## src/logic/aes_defines.svh

```systemverilog
// AES block, word and byte widths, round count and round counter width
`ifndef AES_DEFINES_SVH
`define AES_DEFINES_SVH

// block and key share one width
`define AES_BLOCK_W 128

// one state column or one key word
`define AES_WORD_W 32

`define AES_BYTE_W 8

// rounds after the initial key addition
`define AES_NUM_ROUNDS 10

// round counter holds 0 to 10
`define AES_IDX_W 4

`endif

```

## src/logic/aes_pkg.sv

```systemverilog
// AES types, controller state enum and GF(2^8) byte functions
`include "aes_defines.svh"

package aes_pkg;

    // most significant byte is state byte 0
    typedef logic [`AES_BLOCK_W-1:0] block_t;
    typedef logic [`AES_WORD_W-1:0]  word_t;
    typedef logic [`AES_BYTE_W-1:0]  byte_t;
    typedef logic [`AES_IDX_W-1:0]   round_idx_t;

    typedef enum logic [1:0] {
        ST_IDLE,
        ST_ROUND,
        ST_KEY_STEP,
        ST_DONE
    } ctrl_state_e;

    // multiply by x modulo x^8 + x^4 + x^3 + x + 1
    function automatic byte_t xtime(input byte_t b);
        return {b[6:0], 1'b0} ^ (b[7] ? 8'h1b : 8'h00);
    endfunction

    // shift and add product
    function automatic byte_t gf_mul(input byte_t a, input byte_t b);
        byte_t acc;
        byte_t sh;
        acc = '0;
        sh  = a;
        for (int i = 0; i < `AES_BYTE_W; i++) begin
            acc = acc ^ (sh & {`AES_BYTE_W{b[i]}});
            sh  = xtime(sh);
        end
        return acc;
    endfunction

    // a^254 by repeated squaring, zero maps to zero
    function automatic byte_t gf_inv(input byte_t a);
        byte_t sq;
        byte_t acc;
        sq  = a;
        acc = 8'h01;
        for (int i = 1; i < `AES_BYTE_W; i++) begin
            sq  = gf_mul(sq, sq);
            acc = gf_mul(acc, sq);
        end
        return acc;
    endfunction

    // forward S-box: field inverse then affine map
    function automatic byte_t sub_byte(input byte_t b);
        byte_t inv;
        byte_t res;
        inv = gf_inv(b);
        for (int i = 0; i < `AES_BYTE_W; i++) begin
            res[i] = inv[i] ^ inv[(i + 4) % 8] ^ inv[(i + 5) % 8]
                   ^ inv[(i + 6) % 8] ^ inv[(i + 7) % 8];
        end
        return res ^ 8'h63;
    endfunction

    // 01 doubled idx times, gives 1b and 36 for the last two
    function automatic byte_t rcon(input round_idx_t idx);
        byte_t rc;
        rc = 8'h01;
        for (int i = 0; i < `AES_NUM_ROUNDS - 1; i++) begin
            if (i < int'(idx)) begin
                rc = xtime(rc);
            end
        end
        return rc;
    endfunction

endpackage

```

## src/logic/aes_ctrl.sv

```systemverilog
// round sequencing FSM, round counter and ready strobe
`timescale 1ns/1ps
`include "aes_defines.svh"

module aes_ctrl (
    input  logic                clk,
    input  logic                rst_n,
    input  logic                i_start,
    output logic                o_load,
    output logic                o_round_en,
    output logic                o_first,
    output logic                o_last,
    output logic                o_key_step,
    output aes_pkg::round_idx_t o_round_idx,
    output logic                o_ready
);

    localparam aes_pkg::round_idx_t LAST_IDX = aes_pkg::round_idx_t'(`AES_NUM_ROUNDS);

    aes_pkg::ctrl_state_e state_q;
    aes_pkg::ctrl_state_e state_d;
    aes_pkg::round_idx_t  cnt_q;
    aes_pkg::round_idx_t  cnt_d;
    logic                 ready_q;

    // round and key step alternate, start only counts in idle
    always_comb begin
        state_d = state_q;
        cnt_d   = cnt_q;
        case (state_q)
            aes_pkg::ST_IDLE: begin
                cnt_d = '0;
                if (i_start) begin
                    state_d = aes_pkg::ST_ROUND;
                end
            end
            aes_pkg::ST_ROUND: begin
                state_d = (cnt_q == LAST_IDX) ? aes_pkg::ST_DONE : aes_pkg::ST_KEY_STEP;
            end
            aes_pkg::ST_KEY_STEP: begin
                cnt_d   = cnt_q + 1'b1;
                state_d = aes_pkg::ST_ROUND;
            end
            default: begin
                state_d = aes_pkg::ST_IDLE;
            end
        endcase
    end

    always_ff @(posedge clk or negedge rst_n) begin
        if (!rst_n) begin
            state_q <= aes_pkg::ST_IDLE;
            cnt_q   <= '0;
            ready_q <= 1'b0;
        end else begin
            state_q <= state_d;
            cnt_q   <= cnt_d;
            // one cycle pulse on the edge that leaves done
            ready_q <= (state_q == aes_pkg::ST_DONE);
        end
    end

    assign o_load      = (state_q == aes_pkg::ST_IDLE) && i_start;
    assign o_round_en  = (state_q == aes_pkg::ST_ROUND);
    assign o_key_step  = (state_q == aes_pkg::ST_KEY_STEP);
    assign o_first     = (cnt_q == '0);
    assign o_last      = (cnt_q == LAST_IDX);
    // during a key step this is the round just finished
    assign o_round_idx = cnt_q;
    assign o_ready     = ready_q;

endmodule

```

## config.mk

```make
export PLATFORM = sky130hd
export DESIGN_NAME = aes_ctrl
export DESIGN_NICKNAME = d
export VERILOG_FILES = /design/src/logic/aes_pkg.sv /design/src/logic/aes_ctrl.sv
export VERILOG_INCLUDE_DIRS = /design/src /design/src/logic
export SDC_FILE = /design/constraint.sdc
export NUM_CORES = 1
export LEC_CHECK = 0
export ABC_AREA = 1
export BUFFER_PORTS_ARGS = -buffer_cell sky130_fd_sc_hd__buf_4
export CAP_MARGIN = 20
export CELL_PAD_IN_SITES_DETAIL_PLACEMENT = 0
export CELL_PAD_IN_SITES_GLOBAL_PLACEMENT = 2
export CORE_MARGIN = 3
export CORE_UTILIZATION = 27
export DETAILED_ROUTE_END_ITERATION = 6
export GPL_ROUTABILITY_DRIVEN = 0
export GPL_TIMING_DRIVEN = 1
export PLACE_DENSITY_LB_ADDON = 0.1
export SYNTH_ARGS = -nofsm -noshare
export SYNTH_HDL_FRONTEND = slang
export SYNTH_SLANG_ARGS = --single-unit
```

## constraint.sdc

```tcl
create_clock -name clk -period 2.4 [get_ports clk]
set_input_delay 0.24 -clock clk [delete_from_list [all_inputs] [get_ports clk]]
set_output_delay 0.24 -clock clk [all_outputs]
set_load 0.1 [all_outputs]
```

Word-level counts from Yosys, hierarchy flattened --
Index checks and enable logic that the tools add are counted.
Storage, ports and cells: logic and storage cells 17, flip-flop bits (word level) 7, output and inout port bits 10, bits of input ports 3
Cells by class: equality and inequality tests 5, reductions and logical operators 4, add/sub/neg operators 1, muxes and demuxes 4
Operators by type and width (count):
- $pmux 4 s2 | 1
- $pmux 2 s3 | 1
- $add 4x1->4 const B | 1
- $eq 2x2->1 const B | 2
- $eq 4x4->1 const B | 1
- $logic_not 4->1 | 1
- $eq 2x1->1 const B | 1
- $logic_not 2->1 | 1
- $mux 2 | 1
- $ne 2x2->1 const B | 1
- $reduce_bool 2->1 | 1
- $logic_and 1x1->1 | 1
- $mux 1 | 1

Depth between registers and ports, before layout --
word-level depth 3, mapped depth 6, mapped depth without buffers 6

Worst setup path before layout --
OpenSTA, ideal clock, no wires.
kind register to register, start point register cnt_q[1], in the netlist o_round_idx[1], end point register state_q[0], cell stages (with the launch flop) 6, clock period less this slack 3.011 ns, path slack -0.611 ns, path buffers 0, arrival 2.937 ns, library setup time 0.074 ns, required time 2.326 ns, cell sequence dfrtp_1 > ha_1 > nand2_1 > nor2_1 > nand2_1 > a21oi_2
On the way: cells in the longest elaborated chain, start to end 3
Ends and longest elaborated chain:
- from (decl) | line aes_ctrl.sv:22 | aes_pkg::round_idx_t cnt_q;
- from (signal assigned) | line aes_ctrl.sv:57 | cnt_q <= cnt_d;
- $eq 4x4->1
- via o_last | line aes_ctrl.sv:12 | output logic o_last,
- $mux 1 | line aes_ctrl.sv:38 | state_d = (cnt_q == LAST_IDX) ? aes_pkg::ST_DONE : aes_pkg::ST_KEY_STEP;
- $pmux 2 s3 | line aes_ctrl.sv:30 | case (state_q)
- to (signal assigned) | line aes_ctrl.sv:52 | state_q <= aes_pkg::ST_IDLE;
- to (signal assigned) | line aes_ctrl.sv:56 | state_q <= state_d;
- to (decl) | line aes_ctrl.sv:20 | aes_pkg::ctrl_state_e state_q;
The timed path passes the listed nets, and every way through them passes these cells. A chain may end at the register's enable or synchronous reset.

Worst setup path after layout --
start point register cnt_q[0], in the netlist o_round_idx[0], end point output port o_last
On the way: cells in the longest elaborated chain, start to end 1
Ends and longest elaborated chain:
- $eq 4x4->1 | line aes_ctrl.sv:67 | assign o_last = (cnt_q == LAST_IDX);
- to (decl) | line aes_ctrl.sv:12
Every way passes these cells.

==> summary.md <==
| Metric | Value |
|---|---|
| Filler cell count | `124` |
| Mapped Cells | `42` |
| Slew Viols, Final | `0` |
| Worst-margin pin slew | `0.355 ns` |
| Number of global-route vias before repair | `346` |
| Layout cells sized above 1 | `39.7%` |
| GRT Overall Usage | `11.6%` |
| Fin nets | `65` |
| H-Tree Depth | `1` |
| DRC Markers | `0` |
| CTS tree | `yes` |
| Multi-input gate area | `170 µm²` |
| Peak Freq | `0.599 GHz` |
| Yosys reg bits | `7` |
| Clock Latency Late Sink | `0.25 ns` |
| Final worst setup slack | `0.730 ns` |
| First-pass GRT wire length | `1.54 mm` |
| Die W | `43.1 µm` |
| IO Pins | `13` |
| Initial Util | `30.9%` |
| Register area share after synthesis | `47.1%` |
| Critical Path Source Type | `flop` |
| Post-synth EDFFs | `0` |
| Pin count of the biggest net entering global routing | `9` |
| CTS root buf | `clkbuf_4` |
| Most frequent cell after synthesis | `nand2_1` |
| Synth area leader | `dfrtp_1` |
| Vias/cell | `4.51` |
| Placed insts | `67` |
| WS Path Type | `flop to output pin` |
| MaxCap Viol Count | `0` |
| Max Buffers Root-to-Sink | `2` |
| Initial antenna violation count | `0` |
| Clock skew | `0.00117 ns` |
| Fin crit period | `1.67 ns` |
| Commonest cells post-synth | `10 x nand2_1, 7 x dfrtp_1, 4 x inv_1` |
| Clock-pin slew on the worst setup and hold paths | `0.05 ns` |
| Port Buf Inserts | `12` |
| Post-CTS Hold Buffers | `1` |
| Pre-CTS setup slack | `0.999 ns` |
| RSZ-0062 raised after global routing | `false` |
| Final period util | `69.6%` |
| DRT iter0 DRCs | `1` |
| GRT overflow | `0` |
| Post-synth top area share | `47.1%` |
| Final ANT Viol Nets | `0` |
| FF/Latch Area | `175 µm²` |
| Yosys Warn Count | `0` |
| Final WL | `855 µm` |
| Slew headroom | `76.3%` |
| WL/cell | `11.9 µm` |
| Mapped cell area | `372 µm²` |
| Final std cells w/o fill | `72` |
| N_diodes | `0` |
| Worst Hold Class | `primary input to flop` |
| TritonCTS buffer count | `3` |
| Row count | `12` |
| Fin. Hold Viols | `0` |
| Clk sink count | `7` |
| Synth top area cells | `dfrtp_1 47%, ha_1 10%, nand2_1 10%, o21ai_1 4.0%, inv_1 4.0%` |
| Core Box Area | `1200 µm²` |
| Final setup violation count | `0` |
| Synth cell types | `17` |
| Crit path capture type | `output pin` |
| FFs w/ async S/R, synth | `100%` |
| CP Max Fanout | `7` |
| Die area | `1860 µm²` |
| Run status | `finished clean` |
| Vias | `325` |
| Synth Area per Inst | `8.85 µm²` |
| Post-DP HPWL | `682 µm` |
| Die Y | `43.1 µm` |
| DR pass1 iterations | `2` |
| Synthesized net count | `48` |
| Post-CTS Resized | `0` |
| Post-CTS Repair Setup Buffers | `0` |
| Synth-to-Final Area Change | `38.4%` |
| CP required | `2.16 ns` |
| Worst EP arrival | `1.43 ns` |
| Top_reg_cell synth | `dfrtp_1` |
[critical path, stage by stage, from the launching register on]
cell	delay (ns)
dfrtp_1	0.45
inv_1	0.11
ha_1	0.15
nand2_1	0.06
nor2_2	0.10
buf_4	0.30
[state kept, by name, summed over array words and instances (netlist names)]
signal and cells:
state_q 2, o_round_idx 4, o_ready 1
[cell usage in the layout, fill, tap and decap left out]
cell / instances
dfrtp_1: 7
nor2_2: 3
clkbuf_1: 1
inv_1: 4
a21oi_2: 1
inv_2: 1
clkbuf_4: 3
buf_4: 12
nor3b_2: 1
nand3_1: 2
ha_1: 3
nand4_1: 1
nor3_1: 1
nand2_1: 10
xnor2_1: 1
nor2_1: 1
dlygate4sd3_1: 1
nand2_2: 1
o21ai_1: 3
inv_4: 1
[worst paths after layout]
kind	endpoint	depth (start not counted)	startpoint	slack, ns
min in group asynchronous	o_round_idx[3]	2	rst_n	0.35
setup reg to reg	state_q[0]	6	o_round_idx[0]	1.24
max in group asynchronous	state_q[0]	2	rst_n	1.93
hold reg to reg	o_round_idx[3]	2	o_round_idx[3]	0.57
setup / recovery	o_last	5	o_round_idx[0]	0.73
hold / removal	state_q[0]	3	i_start	0.28
[layout make-up]
type	count	area share [%]
Sequential cell	7	34.1
Multi-Input combinational cell	28	33.1
Timing Repair Buffer	13	19.5
Clock buffer	4	5.11
Inverter	6	4.87
Tap cell	14	3.41
[through the flow]
| step | instance area, µm² | hold slack (ns) | setup TNS, ns | util [%] |
|---|---|---|---|---|
| 2_1_floorplan | 382 | -0.0556 | -0.112 | - |
| 3_3_place_gp | 478 | 0.0567 | 0 | 39.8 |
| 3_5_place_dp | 478 | 0.0608 | 0 | 39.8 |
| 4_1_cts | 514 | 0.275 | 0 | 42.8 |
| 5_1_grt | 514 | 0.285 | 0 | 42.8 |
| 6_report | 514 | 0.279 | 0 | 42.8 |
[kinds of logic after synthesis]
kind of cell,after synthesis,share of synthesized area (%)
simple gates,20,24.2
buf+inv,7,9.76
flops,7,47.1
compound gates,4,6.40
fa+ha+maj,3,10.1
xor+xnor,1,2.36
[metal layers]
metal  up-vias  routed length [µm]  track usage, %
li1        165                   -               -
met5         -                   0               0
met2        10                 437            18.9
met3         3                  48            3.81
met4         0                  23            7.23
met1       147                 346            12.7
Power is left out: the tool's default activity adds up to more than one toggle a clock period on the data nets, which glitch-free logic cannot reach.
