<file path="src/logic/aes_defines.svh">
// AES block, word and byte widths, round count and round counter width
`ifndef AES_DEFINES_SVH
`define AES_DEFINES_SVH

// block and key share one width
`define AES_BLOCK_W 128

// one state column or one key word
`define AES_WORD_W 32

`define AES_BYTE_W 8

// rounds after the initial key addition
`define AES_NUM_ROUNDS 10

// round counter holds 0 to 10
`define AES_IDX_W 4

`endif

</file>
<file path="src/logic/aes_pkg.sv">
// AES types, controller state enum and GF(2^8) byte functions
`include "aes_defines.svh"

package aes_pkg;

    // most significant byte is state byte 0
    typedef logic [`AES_BLOCK_W-1:0] block_t;
    typedef logic [`AES_WORD_W-1:0]  word_t;
    typedef logic [`AES_BYTE_W-1:0]  byte_t;
    typedef logic [`AES_IDX_W-1:0]   round_idx_t;

    typedef enum logic [1:0] {
        ST_IDLE,
        ST_ROUND,
        ST_KEY_STEP,
        ST_DONE
    } ctrl_state_e;

    // multiply by x modulo x^8 + x^4 + x^3 + x + 1
    function automatic byte_t xtime(input byte_t b);
        return {b[6:0], 1'b0} ^ (b[7] ? 8'h1b : 8'h00);
    endfunction

    // shift and add product
    function automatic byte_t gf_mul(input byte_t a, input byte_t b);
        byte_t acc;
        byte_t sh;
        acc = '0;
        sh  = a;
        for (int i = 0; i < `AES_BYTE_W; i++) begin
            acc = acc ^ (sh & {`AES_BYTE_W{b[i]}});
            sh  = xtime(sh);
        end
        return acc;
    endfunction

    // a^254 by repeated squaring, zero maps to zero
    function automatic byte_t gf_inv(input byte_t a);
        byte_t sq;
        byte_t acc;
        sq  = a;
        acc = 8'h01;
        for (int i = 1; i < `AES_BYTE_W; i++) begin
            sq  = gf_mul(sq, sq);
            acc = gf_mul(acc, sq);
        end
        return acc;
    endfunction

    // forward S-box: field inverse then affine map
    function automatic byte_t sub_byte(input byte_t b);
        byte_t inv;
        byte_t res;
        inv = gf_inv(b);
        for (int i = 0; i < `AES_BYTE_W; i++) begin
            res[i] = inv[i] ^ inv[(i + 4) % 8] ^ inv[(i + 5) % 8]
                   ^ inv[(i + 6) % 8] ^ inv[(i + 7) % 8];
        end
        return res ^ 8'h63;
    endfunction

    // 01 doubled idx times, gives 1b and 36 for the last two
    function automatic byte_t rcon(input round_idx_t idx);
        byte_t rc;
        rc = 8'h01;
        for (int i = 0; i < `AES_NUM_ROUNDS - 1; i++) begin
            if (i < int'(idx)) begin
                rc = xtime(rc);
            end
        end
        return rc;
    endfunction

endpackage

</file>
<file path="src/logic/key_expander.sv">
// round key register and forward AES-128 key step
`timescale 1ns/1ps

module key_expander (
    input  logic                clk,
    input  logic                rst_n,
    input  logic                i_load,
    input  aes_pkg::block_t     i_key,
    input  logic                i_step,
    input  aes_pkg::round_idx_t i_round_idx,
    output aes_pkg::block_t     o_round_key,
    output logic                o_sbox_req,
    output aes_pkg::word_t      o_sbox_word,
    input  aes_pkg::word_t      i_sbox_word
);

    aes_pkg::block_t key_q;
    aes_pkg::word_t  g_word;
    aes_pkg::word_t  w0;
    aes_pkg::word_t  w1;
    aes_pkg::word_t  w2;
    aes_pkg::word_t  w3;

    // last key word goes out for substitution
    assign o_sbox_req  = i_step;
    assign o_sbox_word = key_q[31:0];

    // rotate the substituted word left by one byte, rcon into the top byte
    assign g_word = {i_sbox_word[23:16] ^ aes_pkg::rcon(i_round_idx),
                     i_sbox_word[15:0], i_sbox_word[31:24]};

    // each new word chains on the one before
    assign w0 = key_q[127:96] ^ g_word;
    assign w1 = key_q[95:64] ^ w0;
    assign w2 = key_q[63:32] ^ w1;
    assign w3 = key_q[31:0] ^ w2;

    always_ff @(posedge clk or negedge rst_n) begin
        if (!rst_n) begin
            key_q <= '0;
        end else if (i_load) begin
            key_q <= i_key;
        end else if (i_step) begin
            key_q <= {w0, w1, w2, w3};
        end
    end

    assign o_round_key = key_q;

endmodule

</file>
<file path="config.mk">
export PLATFORM = sky130hd
export DESIGN_NAME = key_expander
export DESIGN_NICKNAME = d
export VERILOG_FILES = /design/src/logic/aes_pkg.sv /design/src/logic/key_expander.sv
export VERILOG_INCLUDE_DIRS = /design/src /design/src/logic
export SDC_FILE = /design/constraint.sdc
export NUM_CORES = 1
export LEC_CHECK = 0
export BUFFER_PORTS_ARGS = -buffer_cell sky130_fd_sc_hd__buf_2
export CORE_MARGIN = 8
export CORE_UTILIZATION = 35
export CTS_CLUSTER_DIAMETER = 150
export DETAILED_ROUTE_END_ITERATION = 8
export MAX_ROUTING_LAYER = met4
export SYNTH_ARGS = -nofsm -noshare
export SYNTH_HDL_FRONTEND = slang
export SYNTH_SLANG_ARGS = --single-unit
</file>
<file path="constraint.sdc">
create_clock -name clk -period 4.8 [get_ports clk]
set_input_delay 0.24 -clock clk [delete_from_list [all_inputs] [get_ports clk]]
set_output_delay 0.24 -clock clk [all_outputs]
set_load 0.005 [all_outputs]
</file>
== Word level (Yosys, flattened, before mapping) ==
Cells that the tools add are included.
Storage, ports and cells
  register bits after elaboration: 128
  output and inout port bits: 161
Operators by class
  bitwise logic cells: 13
  muxes and demuxes: 19
  magnitude comparators: 9
  reduce and logical (&&, ||, !) cells: 1
Operator list (number)
  two-way mux 128 bit: 2
  XOR 32 bit: 4
  two-way mux 8 bit: 8
  XOR 8 x 5 -> 8 bit: 8
  two-way mux 5 bit: 8
  less-than comparator 3 x 4 -> 1 bit (first input constant): 4
  less-than comparator 1 x 4 -> 1 bit (first input constant): 2
  less-than comparator 2 x 4 -> 1 bit (first input constant): 2
  XOR 8 bit: 1
  less-than comparator 4 bit (first input constant): 1
  two-way mux 2 bit: 1
  nonzero test 2 bit: 1

== Depth between registers and ports, before layout ==
Gate-level depths: netlist of the first run.
  depth in word-level cells: 32
  mapped depth: 11

== Least setup slack after synthesis of the first run ==
No wires, ideal clock.
  path type: input-to-reg
  start point: in i_round_idx[3]
  end point: reg key_q[29], in the netlist o_round_key[29]
  data arrival time: 2751 ps
  data required time: 4651 ps
  cell stages on the path: 11
  path slack: 1900 ps
  path buffers: 3
  path through: buf_2 -> buf_1 -> or3_1 -> ha_1 -> clkbuf_1 -> or2_2 -> a41oi_1 -> xnor3_1 -> xnor2_1 -> o211ai_1 -> o311ai_0
Between the ends
  cells in the longest elaborated chain, start to end: 26
RTL lines
  from (decl): line key_expander.sv:10  | input aes_pkg::round_idx_t i_round_idx,
  less-than comparator 1 x 4 -> 1 bit: line aes_pkg.sv:67  | if (i < int'(idx)) begin
  two-way mux 2 bit: line aes_pkg.sv:67
  XOR 8 x 5 -> 8 bit: line aes_pkg.sv:21  | return {b[6:0], 1'b0} ^ (b[7] ? 8'h1b : 8'h00);
  two-way mux 8 bit: line aes_pkg.sv:67
  XOR 8 x 5 -> 8 bit: line aes_pkg.sv:21
  two-way mux 8 bit: line aes_pkg.sv:67
  XOR 8 x 5 -> 8 bit: line aes_pkg.sv:21
  two-way mux 8 bit: line aes_pkg.sv:67
  [... 10 more ...]
  two-way mux 8 bit *: line aes_pkg.sv:67
  XOR 8 bit *: line key_expander.sv:29  | assign g_word = {i_sbox_word[23:16] ^ aes_pkg::rcon(i_round_idx),
  XOR 32 bit *: line key_expander.sv:33  | assign w0 = key_q[127:96] ^ g_word;
  XOR 32 bit *: line key_expander.sv:34  | assign w1 = key_q[95:64] ^ w0;
  XOR 32 bit *: line key_expander.sv:35  | assign w2 = key_q[63:32] ^ w1;
  XOR 32 bit *: line key_expander.sv:36  | assign w3 = key_q[31:0] ^ w2;
  two-way mux 128 bit *: line key_expander.sv:43  | end else if (i_step) begin
  two-way mux 128 bit *: line key_expander.sv:41  | end else if (i_load) begin
  to (signal assigned): line key_expander.sv:42  | key_q <= i_key;
  to (signal assigned): line key_expander.sv:44  | key_q <= {w0, w1, w2, w3};
  to (decl): line key_expander.sv:17  | aes_pkg::block_t key_q;
Mark *: on every way between the ends. The rest lies on a longest branch, timed or not. The select of a mux whose other input is x is not followed.
A chain may end at the register's enable or synchronous reset.

== Worst setup path in the final report of the first run ==
  start point: in i_round_idx[1]
  end point: reg key_q[28], in the netlist o_round_key[28]
Between the ends
  cells in the longest elaborated chain, start to end: 26
RTL lines (line)
  less-than comparator 1 x 4 -> 1 bit: aes_pkg.sv:67
  two-way mux 2 bit: aes_pkg.sv:67
  XOR 8 x 5 -> 8 bit: aes_pkg.sv:21
  two-way mux 8 bit: aes_pkg.sv:67
  XOR 8 x 5 -> 8 bit: aes_pkg.sv:21
  two-way mux 8 bit: aes_pkg.sv:67
  XOR 8 x 5 -> 8 bit: aes_pkg.sv:21
  two-way mux 8 bit: aes_pkg.sv:67
  [... 10 more ...]
  two-way mux 8 bit *: aes_pkg.sv:67
  XOR 8 bit *: key_expander.sv:29
  XOR 32 bit *: key_expander.sv:33
  XOR 32 bit *: key_expander.sv:34
  XOR 32 bit *: key_expander.sv:35
  XOR 32 bit *: key_expander.sv:36
  two-way mux 128 bit *: key_expander.sv:43
  two-way mux 128 bit *: key_expander.sv:41
Marks and branches as above.

==> results by group, run 1 <==
Die
  • Initial core utilization: 35.62%
  • Die ar.: 28,070 sq um
  • Core area: 22,570 sq um
  • I/O Pins: 329
  • Die Span Y: 167.6 microns
  • Width of the chip: 167.6 microns
  • Placement Rows: 55

Synthesis
  • Largest area contributor in the synthesized netlist: dfrtp_1
  • Synth top area share: 39.84%
  • Post-synth ARST share: 100.0%
  • Primary FF master, synth: dfrtp_1
  • Seq/Total Area, Yosys: 39.84%
  • Synth Net Count: 1,080
  • Netlist Area Pre-Place: 8039 sq um
  • Synth Area per Inst: 8.834 sq um
  • Post-synth top cells: nand2_1, dfrtp_1, o21ai_0
  • Post-synth EDFFs: 0
  • Gate Count Post-Synth: 910
  • Yosys Warn Count: 0
  • Ranking of synthesized cells by area: dfrtp_1, xnor2_1, xor2_1
  • Post-synthesis register bit count: 128
  • Distinct cells, synth: 61
  • Count leader, synth: nand2_1

Timing
  • Relative max-transition margin: 25.31%
  • Unrepaired setup endpoints after global routing: false
  • Minimum clock period: 2.700 ns
  • Setup-failing EPs final: 0
  • Final setup TNS: 0 ns
  • Worst-Margin Slew: 1.114 ns
  • Achievable frequency: 0.3703 GHz
  • Pins Over Slew Limit: 0
  • Final Cycle Share: 56.26%
  • Clk_skew: 0.01142 ns
  • Hold Fails Final Rpt: 0

Worst hold path
  • HP Class: input port to register

Routing
  • Total wire length: 25,180 microns
  • 1st-pass router iterations: 7
  • Drt wl/cell: 17.06 microns
  • Vias post-DR: 7,139
  • Detailed-route DRC error count: 0
  • Antenna Nets Post-Route: 0
  • Vias per cell: 4.837
  • 1st-iter DRT viols: 360

Worst setup path
  • Crit Path Max Fanout: 22
  • Worst Setup Start Kind: input port
  • Critical path's top delay family: simple AND/OR/NAND/NOR gates
  • Worst path bufs/invs: 1
  • WP data required: 5.09 ns
  • Slowest stage delay, CP: 0.58 ns
  • CP Cell Sequence: buf_2 > nor3_1 > nand2_1 > ha_1 > mux2i_1 > o311ai_1 > and3_1 > o21ai_1 > xnor2_1 > mux2_2
  • Crit Path Class: input port to register
  • CP endpoint kind: register
  • CP arrival: 2.99 ns
  • Slowest-stage cell, CP: o311ai_1

Flow run
  • Maxcap violations: 0

Power and ir drop
  • Lkg Pwr: 4.904 nW
  • Maximum VDD drop: 0.1911 mV
  • Power per cell area: 411.6 nW/um^2

Global route
  • Global-route wire length before repair: 40,120 microns
  • Vias in the first global route: 7,451
  • Antenna violations before repair: 4
  • Largest net degree at the start of global routing: 117
  • Grt ovf: 0
  • Gr usage total: 18.21%

Clock tree
  • Clk pin slew, worst setup/hold paths: 0.07 ns
  • CTS Buf Count: 17
  • Clk Latency, worst-skew pair: 0.42 ns
  • CTS tree: yes
  • CTS Buffer Depth: 2
  • CTS Root Cell: clkbuf_16
  • Postcts setup bufs: 0
  • Cells resized by post-CTS repair: 0
  • H-tree depth: 4
  • Sink Count: 128

Cells and area
  • Core Util, Final: 45.50%
  • Number of flip-flops in the largest register: 128
  • Layout fillers: 2,270
  • Final Non-Filler Cells: 1,476
  • Area growth from synthesis to layout: 27.77%
  • Finished Cell Area: 10,270 sq um
  • Layout cell share with drive strength beyond 1: 31.76%
  • Final net count: 1,345

Status
  • Status: complete, no violations

Place
  • Hpwl dp: 18,340 microns
  • Input/output buffers: 328
  • Dpl cells: 1,440
  • Dpl cell area: 9622 sq um
  • RD Place Congestion: 0.8205
==> final cells by class <==
class / count / area [sq um] / share of cell area (%)
diodes: 4 / 10.01 / 0.09745
well taps: 285 / 356.6 / 3.472
clock inverters: 14 / 203.9 / 1.986
inverters: 8 / 30.03 / 0.2924
repair buffers: 333 / 1694 / 16.49
clock buffers: 17 / 425.4 / 4.142
multi-input cells: 687 / 4348 / 42.33
flip-flops and latches: 128 / 3203 / 31.19
==> metrics by stage <==
| stage | hold WS [ns] | total power [mW] | setup WS (ns) |
|---|---|---|---|
| 2_1_floorplan | -0.05559 | 2.382 | 1.900 |
| 3_5_place_dp | 0.3745 | 2.840 | 1.695 |
| 4_1_cts | 0.0002292 | 4.293 | 2.135 |
| 5_1_grt | 0.01247 | 4.512 | 1.827 |
| 6_report | 0.02134 | 4.227 | 2.100 |
| 3_3_place_gp | 0.3837 | 2.820 | 1.798 |
==> power breakdown <==
part,total (mW),internal [mW],switching (mW),leakage (nW)
registers,1.50,1.27,0.224,1.53
clock network,1.42,0.879,0.543,0.303
logic,1.31,0.676,0.632,3.07
==> cell usage in the layout, fill, tap and decap left out, types with 6 or more instances in the layout <==
cell,n
buf_2,326
nand2_1,164
dfrtp_1,128
o21ai_0,119
xnor2_1,100
xor2_1,89
nor2_1,42
a21oi_1,27
clkbuf_16,17
or3_1,13
a21boi_0,13
a31oi_1,13
and3_1,11
nand3_1,8
xnor3_1,7
inv_1,6
o21ai_1,6
==> path summary, 6_finish.rpt <==
path	start	endpoint	slack, ns	cells past startpoint
max	i_round_idx[1]	o_round_key[28]	2.10	10
min	i_key[101]	o_round_key[101]	0.02	3
max reg2reg	o_round_key[121]	o_round_key[25]	3.07	5
min reg2reg	o_round_key[29]	o_round_key[29]	0.58	2
max in group asynchronous	rst_n	o_round_key[89]	3.19	3
min in group asynchronous	rst_n	o_round_key[13]	0.46	2
==> logic make-up after synthesis <==
group / synth area share, %
fa+ha+maj: 0.3112
simple gates: 15.14
compound gates: 15.39
mux: 0.6848
buf+inv: 6.070
flops: 39.84
xor+xnor: 22.55
==> worst reg2reg max path, delay by kind of cell (launching register included) <==
| kind | cells | cell delay [ns] |
|---|---|---|
| xor gates and xnor gates | 3 | 0.72 |
| and+or+nand+nor | 1 | 0.31 |
| DFF | 1 | 0.44 |
| AOI/OAI and AO/OA | 1 | 0.18 |
==> metal layers <==
layer | routed length, microns | GRT usage, %
met5 | 0 | -
met4 | 291 | 4.464
met3 | 1592 | 5.690
met2 | 12030 | 29.40
met1 | 11270 | 21.90
==> repair_timing <==
item                       4_1_cts  5_1_grt
setup endpoints to repair        0        0
hold buffers                     1        0
hold endpoints to repair        82        0
No activity file was read; power rests on OpenSTA's default activity.
==> inputs of run 2 (changes only) <==
- clock period: 4.8 -> 2.6 ns (I/O delays scaled with it)
==> run 2 against run 1 <==
Against the previous run:
- wire length up 5.7%
- flip-flop and latch count unchanged
- setup slack worse by 1.6 ns
- global-route usage up 1.0 points
- combinational power is 100% higher
- final area up 14%
- core utilization rose by 6.2 points
- critical path depth stayed put
- cell count grew 9.5%
- first-iteration DRC count rose by 30%
- clock-buffer cell count is 1 higher
- clock power grew 74%
==> results by group, run 2 (synthesized netlist as in run 1, its figures left out) <==
Global route
  • Gr usage total: 19.21%
  • Antenna violations before repair: 1
  • Largest net degree at the start of global routing: 134
  • Vias in the first global route: 8,087
  • Grt ovf: 0
  • Global-route wire length before repair: 42,610 microns

Worst setup path
  • Reg2Reg Launch Point: o_round_key[121]
  • CP endpoint kind: register
  • RR Endpoint: o_round_key[25]
  • WP data required: 2.90 ns
  • Worst Setup Start Kind: input port
  • Crit Path Class: input port to register
  • R2R setup slack: 0.71 ns
  • CP endpoint: o_round_key[58]
  • Reg2Reg Depth: 5
  • Crit Path Max Fanout: 6
  • CP arrival: 2.43 ns
  • Critical Path Start: i_round_idx[1]

Routing
  • Total wire length: 26,620 microns
  • Antenna Nets Post-Route: 0
  • Vias per cell: 4.840
  • Detailed-route DRC error count: 0
  • Drt wl/cell: 16.47 microns
  • 1st-pass router iterations: 4
  • Vias post-DR: 7,821
  • 1st-iter DRT viols: 468

Clock tree
  • Clk Latency, worst-skew pair: 0.42 ns
  • Postcts setup bufs: 0
  • CTS Buffer Depth: 2
  • CTS Root Cell: clkbuf_16
  • CTS Buf Count: 17
  • CTS tree: yes
  • H-tree depth: 4
  • Sink Count: 128
  • Clk pin slew, worst setup/hold paths: 0.06 ns

Cells and area
  • Layout cell share with drive strength beyond 1: 29.80%
  • Most frequent cells in the layout: buf_2, nand2_1, dfrtp_1
  • Register area: 3203 sq um
  • Area of the multi-input gates: 4359 sq um
  • Area growth from synthesis to layout: 45.17%
  • Final net count: 1,487
  • Number of flip-flops in the largest register: 128
  • Commonest non-fill, non-tap cell in the layout: buf_2
  • Layout fillers: 2,091

Timing
  • Pins Over Slew Limit: 0
  • Setup-failing EPs final: 0
  • Minimum clock period: 2.126 ns
  • Achievable frequency: 0.4703 GHz
  • Clk_skew: 0.01101 ns
  • Worst-Margin Slew: 1.134 ns
  • Hold Fails Final Rpt: 0
  • Unrepaired setup endpoints after global routing: false
  • Final hold slack: 0.04080 ns
  • Final Cycle Share: 81.78%
  • Final setup TNS: 0 ns
  • Relative max-transition margin: 24.42%

Power and ir drop
  • Lkg Pwr: 5.502 nW
  • Power per cell area: 673.9 nW/um^2
  • Maximum VDD drop: 0.3414 mV

Die
  • Core area: 22,570 sq um
  • Initial core utilization: 35.62%
  • I/O Pins: 329
  • Placement Rows: 55
  • Die ar.: 28,070 sq um
  • Die Span Y: 167.6 microns
  • Width of the chip: 167.6 microns

Place
  • RD Place Congestion: 0.8481
  • Input/output buffers: 328
  • Hpwl dp: 18,760 microns

Flow run
  • Maxcap violations: 0

Worst hold path
  • HP Class: input port to register

Status
  • Status: complete, no violations
[run 2: cell types whose count changed in the layout (fill, tap and decap cells not counted), moves of 2 or more]
cell           change
bufinv_16          -2
buf_12             +4
clkinvlp_4         +2
buf_4             +13
dlygate4sd3_1    +125
diode_2            -2
[run 2: metal layers]
layer  track usage (%)  vias up  wire length (microns)
met4             7.259        0                    743
met2             31.44      275                  12870
met1             22.70     3671                  11360
met5                 -        -                      0
met3             4.585       37                   1643
li1                  -     3838                      -
[run 2: where the power goes]
part           switching [mW]  total [mW]  internal (mW)  leakage (nW)
Sequential              0.409        2.76           2.35          1.53
Combinational            1.23        2.64           1.41          3.69
Clock                    1.01        2.47           1.46         0.278
[run 2: worst min path at each step]
stage / depth (start not counted) / from / end
after floorplan: 0 / rst_n / o_round_key[0]
after global placement: 1 / rst_n / o_round_key[45]
after detailed placement: 1 / rst_n / o_round_key[45]
after CTS: 3 / i_key[94] / o_round_key[94]
after global routing: 3 / i_key[121] / o_round_key[121]
final: 3 / i_key[121] / o_round_key[121]
[run 2: critical path, stage by stage]
cell and delay, ns:
buf_2 0.12, or3_1 0.40, ha_1 0.43, buf_4 0.17
nand3_1 0.06, a21oi_1 0.22, o21ai_2 0.11, a21oi_1 0.29
o21ai_0 0.15, a221o_1 0.34
[run 2: layout make-up]
type,count,share of cell area [%]
diodes,2,0.04289
clock buffers,18,3.763
clock inverters,13,1.319
inverters,8,0.2573
multi-input cells,687,37.35
flip-flops and latches,128,27.45
well taps,285,3.056
repair buffers,475,26.76
[run 2: what timing repair did]
item | in CTS | in global routing
endpoints found under the setup margin | 0 | 0
hold endpoints to repair | 179 | 0
resized for setup | 0 | 0
hold buffers | 126 | 0
[run 2: stage by stage]
stage	instance area, sq um	util (%)	total power [mW]	instances	setup slack, ns
after floorplan	8053	-	4.409	910	0.02235
after global placement	9811	43.46	5.245	1457	0.09069
after detailed placement	9811	43.46	5.283	1457	0.02803
after CTS	11660	51.68	7.951	1614	0.4929
after global routing	11670	51.69	8.364	1615	0.3251
final	11670	51.70	7.865	1616	0.4737
==> inputs of run 3 (changes only) <==
- clock period: 2.6 -> 1.9 ns (I/O delays scaled with it)
==> run 3 against run 2 <==
Against the previous run:
- critical path depth is 1 higher
- final area is 2.9% higher
- wire length is 2.7% higher
- non-clock buffer count is 23 higher
- setup slack worse by 0.41 ns
- sequential power is 37% higher
- clock power is 38% higher
- hold slack better by 0.014 ns
==> results by group, run 3 (synthesized netlist as in run 1, its figures left out) <==
Power and ir drop
  • Maximum VDD drop: 0.4932 mV
  • Seq pwr share: 34.6%
  • Switching pwr: 3.713 mW
  • Power per cell area: 910.9 nW/um^2
  • Total power draw: 10.94 mW
  • Clock network power share: 31.1%
  • Combinational share of power: 34.3%
  • Switch share: 33.94%
  • Lkg Pwr: 5.669 nW
  • Internal power: 7.228 mW

Routing
  • Drt wl/cell: 16.65 microns
  • 1st-iter DRT viols: 444
  • Total wire length: 27,340 microns
  • 1st-pass router iterations: 5
  • Antenna Nets Post-Route: 0
  • Vias per cell: 4.829
  • Vias post-DR: 7,929
  • Detailed-route DRC error count: 0

Place
  • RD Place Congestion: 0.7979
  • Input/output buffers: 328
  • Hpwl dp: 19,490 microns

Die
  • I/O Pins: 329
  • Die Span Y: 167.6 microns
  • Placement Rows: 55
  • Width of the chip: 167.6 microns
  • Die ar.: 28,070 sq um
  • Core area: 22,570 sq um
  • Initial core utilization: 35.62%

Global route
  • Gr usage total: 19.92%
  • Grt ovf: 0
  • Global-route wire length before repair: 43,910 microns
  • Antenna violations before repair: 4
  • Vias in the first global route: 8,235
  • Largest net degree at the start of global routing: 106

Cells and area
  • Area of the multi-input gates: 4499 sq um
  • Core Util, Final: 53.21%
  • Commonest non-fill, non-tap cell in the layout: buf_2
  • Layout cell share with drive strength beyond 1: 32.00%
  • Number of flip-flops in the largest register: 128
  • Layout fillers: 2,068
  • Area growth from synthesis to layout: 49.40%
  • Register area: 3203 sq um
  • Final net count: 1,510
  • Most frequent cells in the layout: buf_2, nand2_1, dlygate4sd3_1, dfrtp_1, o21ai_0

Clock tree
  • CTS Buf Count: 17
  • Sink Count: 128
  • CTS tree: yes
  • CTS Root Cell: clkbuf_16
  • H-tree depth: 4
  • Clk pin slew, worst setup/hold paths: 0.07 ns
  • CTS Buffer Depth: 2
  • Clk Latency, worst-skew pair: 0.42 ns

Worst setup path
  • Slowest-stage cell, CP: or4_1
  • CP Cell Sequence: buf_2 > or3_4 > ha_4 > buf_4 > and3b_1 > o21ai_1 > a32oi_2 > buf_4 > xnor2_1 > or4_1 > nand3_1
  • Critical path's top delay family: simple AND/OR/NAND/NOR gates
  • Critical Path Start: i_round_idx[3]
  • R2R setup slack: 0.12 ns
  • Most frequent CP cell: buf_4
  • WP data required: 2.25 ns
  • CP arrival: 2.20 ns
  • Crit Path Max Fanout: 8
  • Slowest stage delay, CP: 0.41 ns
  • RR Endpoint: o_round_key[27]
  • Crit Path Class: input port to register
  • Worst Setup Start Kind: input port
  • Reg2Reg Launch Point: o_round_key[123]
  • CP endpoint kind: register
  • Worst path bufs/invs: 3
  • Reg2Reg Depth: 5

Timing
  • Setup-failing EPs final: 0
  • Worst-Margin Slew: 0.6209 ns
  • Relative max-transition margin: 58.61%
  • Final hold slack: 0.05491 ns
  • Pins Over Slew Limit: 0
  • Final Cycle Share: 96.90%
  • Minimum clock period: 1.841 ns
  • Achievable frequency: 0.5432 GHz
  • Unrepaired setup endpoints after global routing: true
  • Hold Fails Final Rpt: 0
  • Final setup TNS: 0 ns
  • Clk_skew: 0.008615 ns

Flow run
  • Maxcap violations: 0

Worst hold path
  • HP Class: input port to register
  • Worst Hold Launch: i_load
  • Hold path cells: 3
  • Hold Crit Endpoint: o_round_key[125]

Status
  • Status: complete, no violations
==> run 3: cell count changes in the layout (fill, tap and decap cells not counted), moves of 3 or more <==
cell     before  now
buf_4        17   37
xnor2_2       0    3
o21ai_1       5   12
xnor2_1     100   97
o21ai_0     119  111
==> run 3: routing by layer <==
| metal | vias to the layer above | GRT usage (%) | part of all wire [%] |
|---|---|---|---|
| met5 | - | - | 0 |
| met3 | 40 | 5.478 | 6.5 |
| met1 | 3746 | 24.06 | 43 |
| li1 | 3890 | - | - |
| met4 | 0 | 6.366 | 2.2 |
| met2 | 253 | 31.93 | 49 |
==> run 3: area by class of cell <==
type / instances / share of cell area [%]
Clock buffer: 18 / 3.573
Clock inverter: 14 / 1.406
Tap cell: 285 / 2.969
Sequential cell: 128 / 26.67
Timing Repair Buffer: 498 / 27.59
Antenna cell: 4 / 0.08334
Inverter: 8 / 0.2500
Multi-Input combinational cell: 687 / 37.46
==> run 3: power groups by stage <==
stage	combinational (mW)	sequential (mW)	clock, mW
2_1_floorplan	2.33	3.78	0
3_3_place_gp	3.51	3.81	0
3_5_place_dp	3.54	3.82	0
4_1_cts	3.76	3.78	3.49
5_1_grt	4.17	3.86	3.60
6_report	3.76	3.78	3.40
==> run 3: per-stage QoR <==
step,cell area [sq um],setup WS (ns),std cells
floorplan,8227,-0.4602,910
global placement,10060,-0.3143,1475
detailed placement,10060,-0.3696,1475
CTS,11940,0.07139,1635
global route,12010,-0.03555,1642
finish,12010,0.05891,1642
==> run 3: timing repair <==
item                                    4_1_cts  5_1_grt
resized for setup                             0        7
endpoints found under the setup margin        0       10
hold endpoints to repair                    179        0
buffers inserted                              0        3
hold buffers                                128        0
==> run 3: worst register-to-register path: stages (launching register included) <==
cell and delay (ns):
dfrtp_1 0.43, xnor2_1 0.16, xnor2_1 0.27, xnor3_1 0.38, or3_1 0.31, a31oi_1 0.16
==> run 3: how the worst max path moves through the flow <==
stage	cells after the start	end	slack, ns
after floorplan	11	o_round_key[90]	-0.46
after global placement	10	o_round_key[60]	-0.31
after detailed placement	11	o_round_key[27]	-0.37
after CTS	5	o_round_key[24]	0.07
after global routing	11	o_round_key[24]	-0.04
final	11	o_round_key[59]	0.06
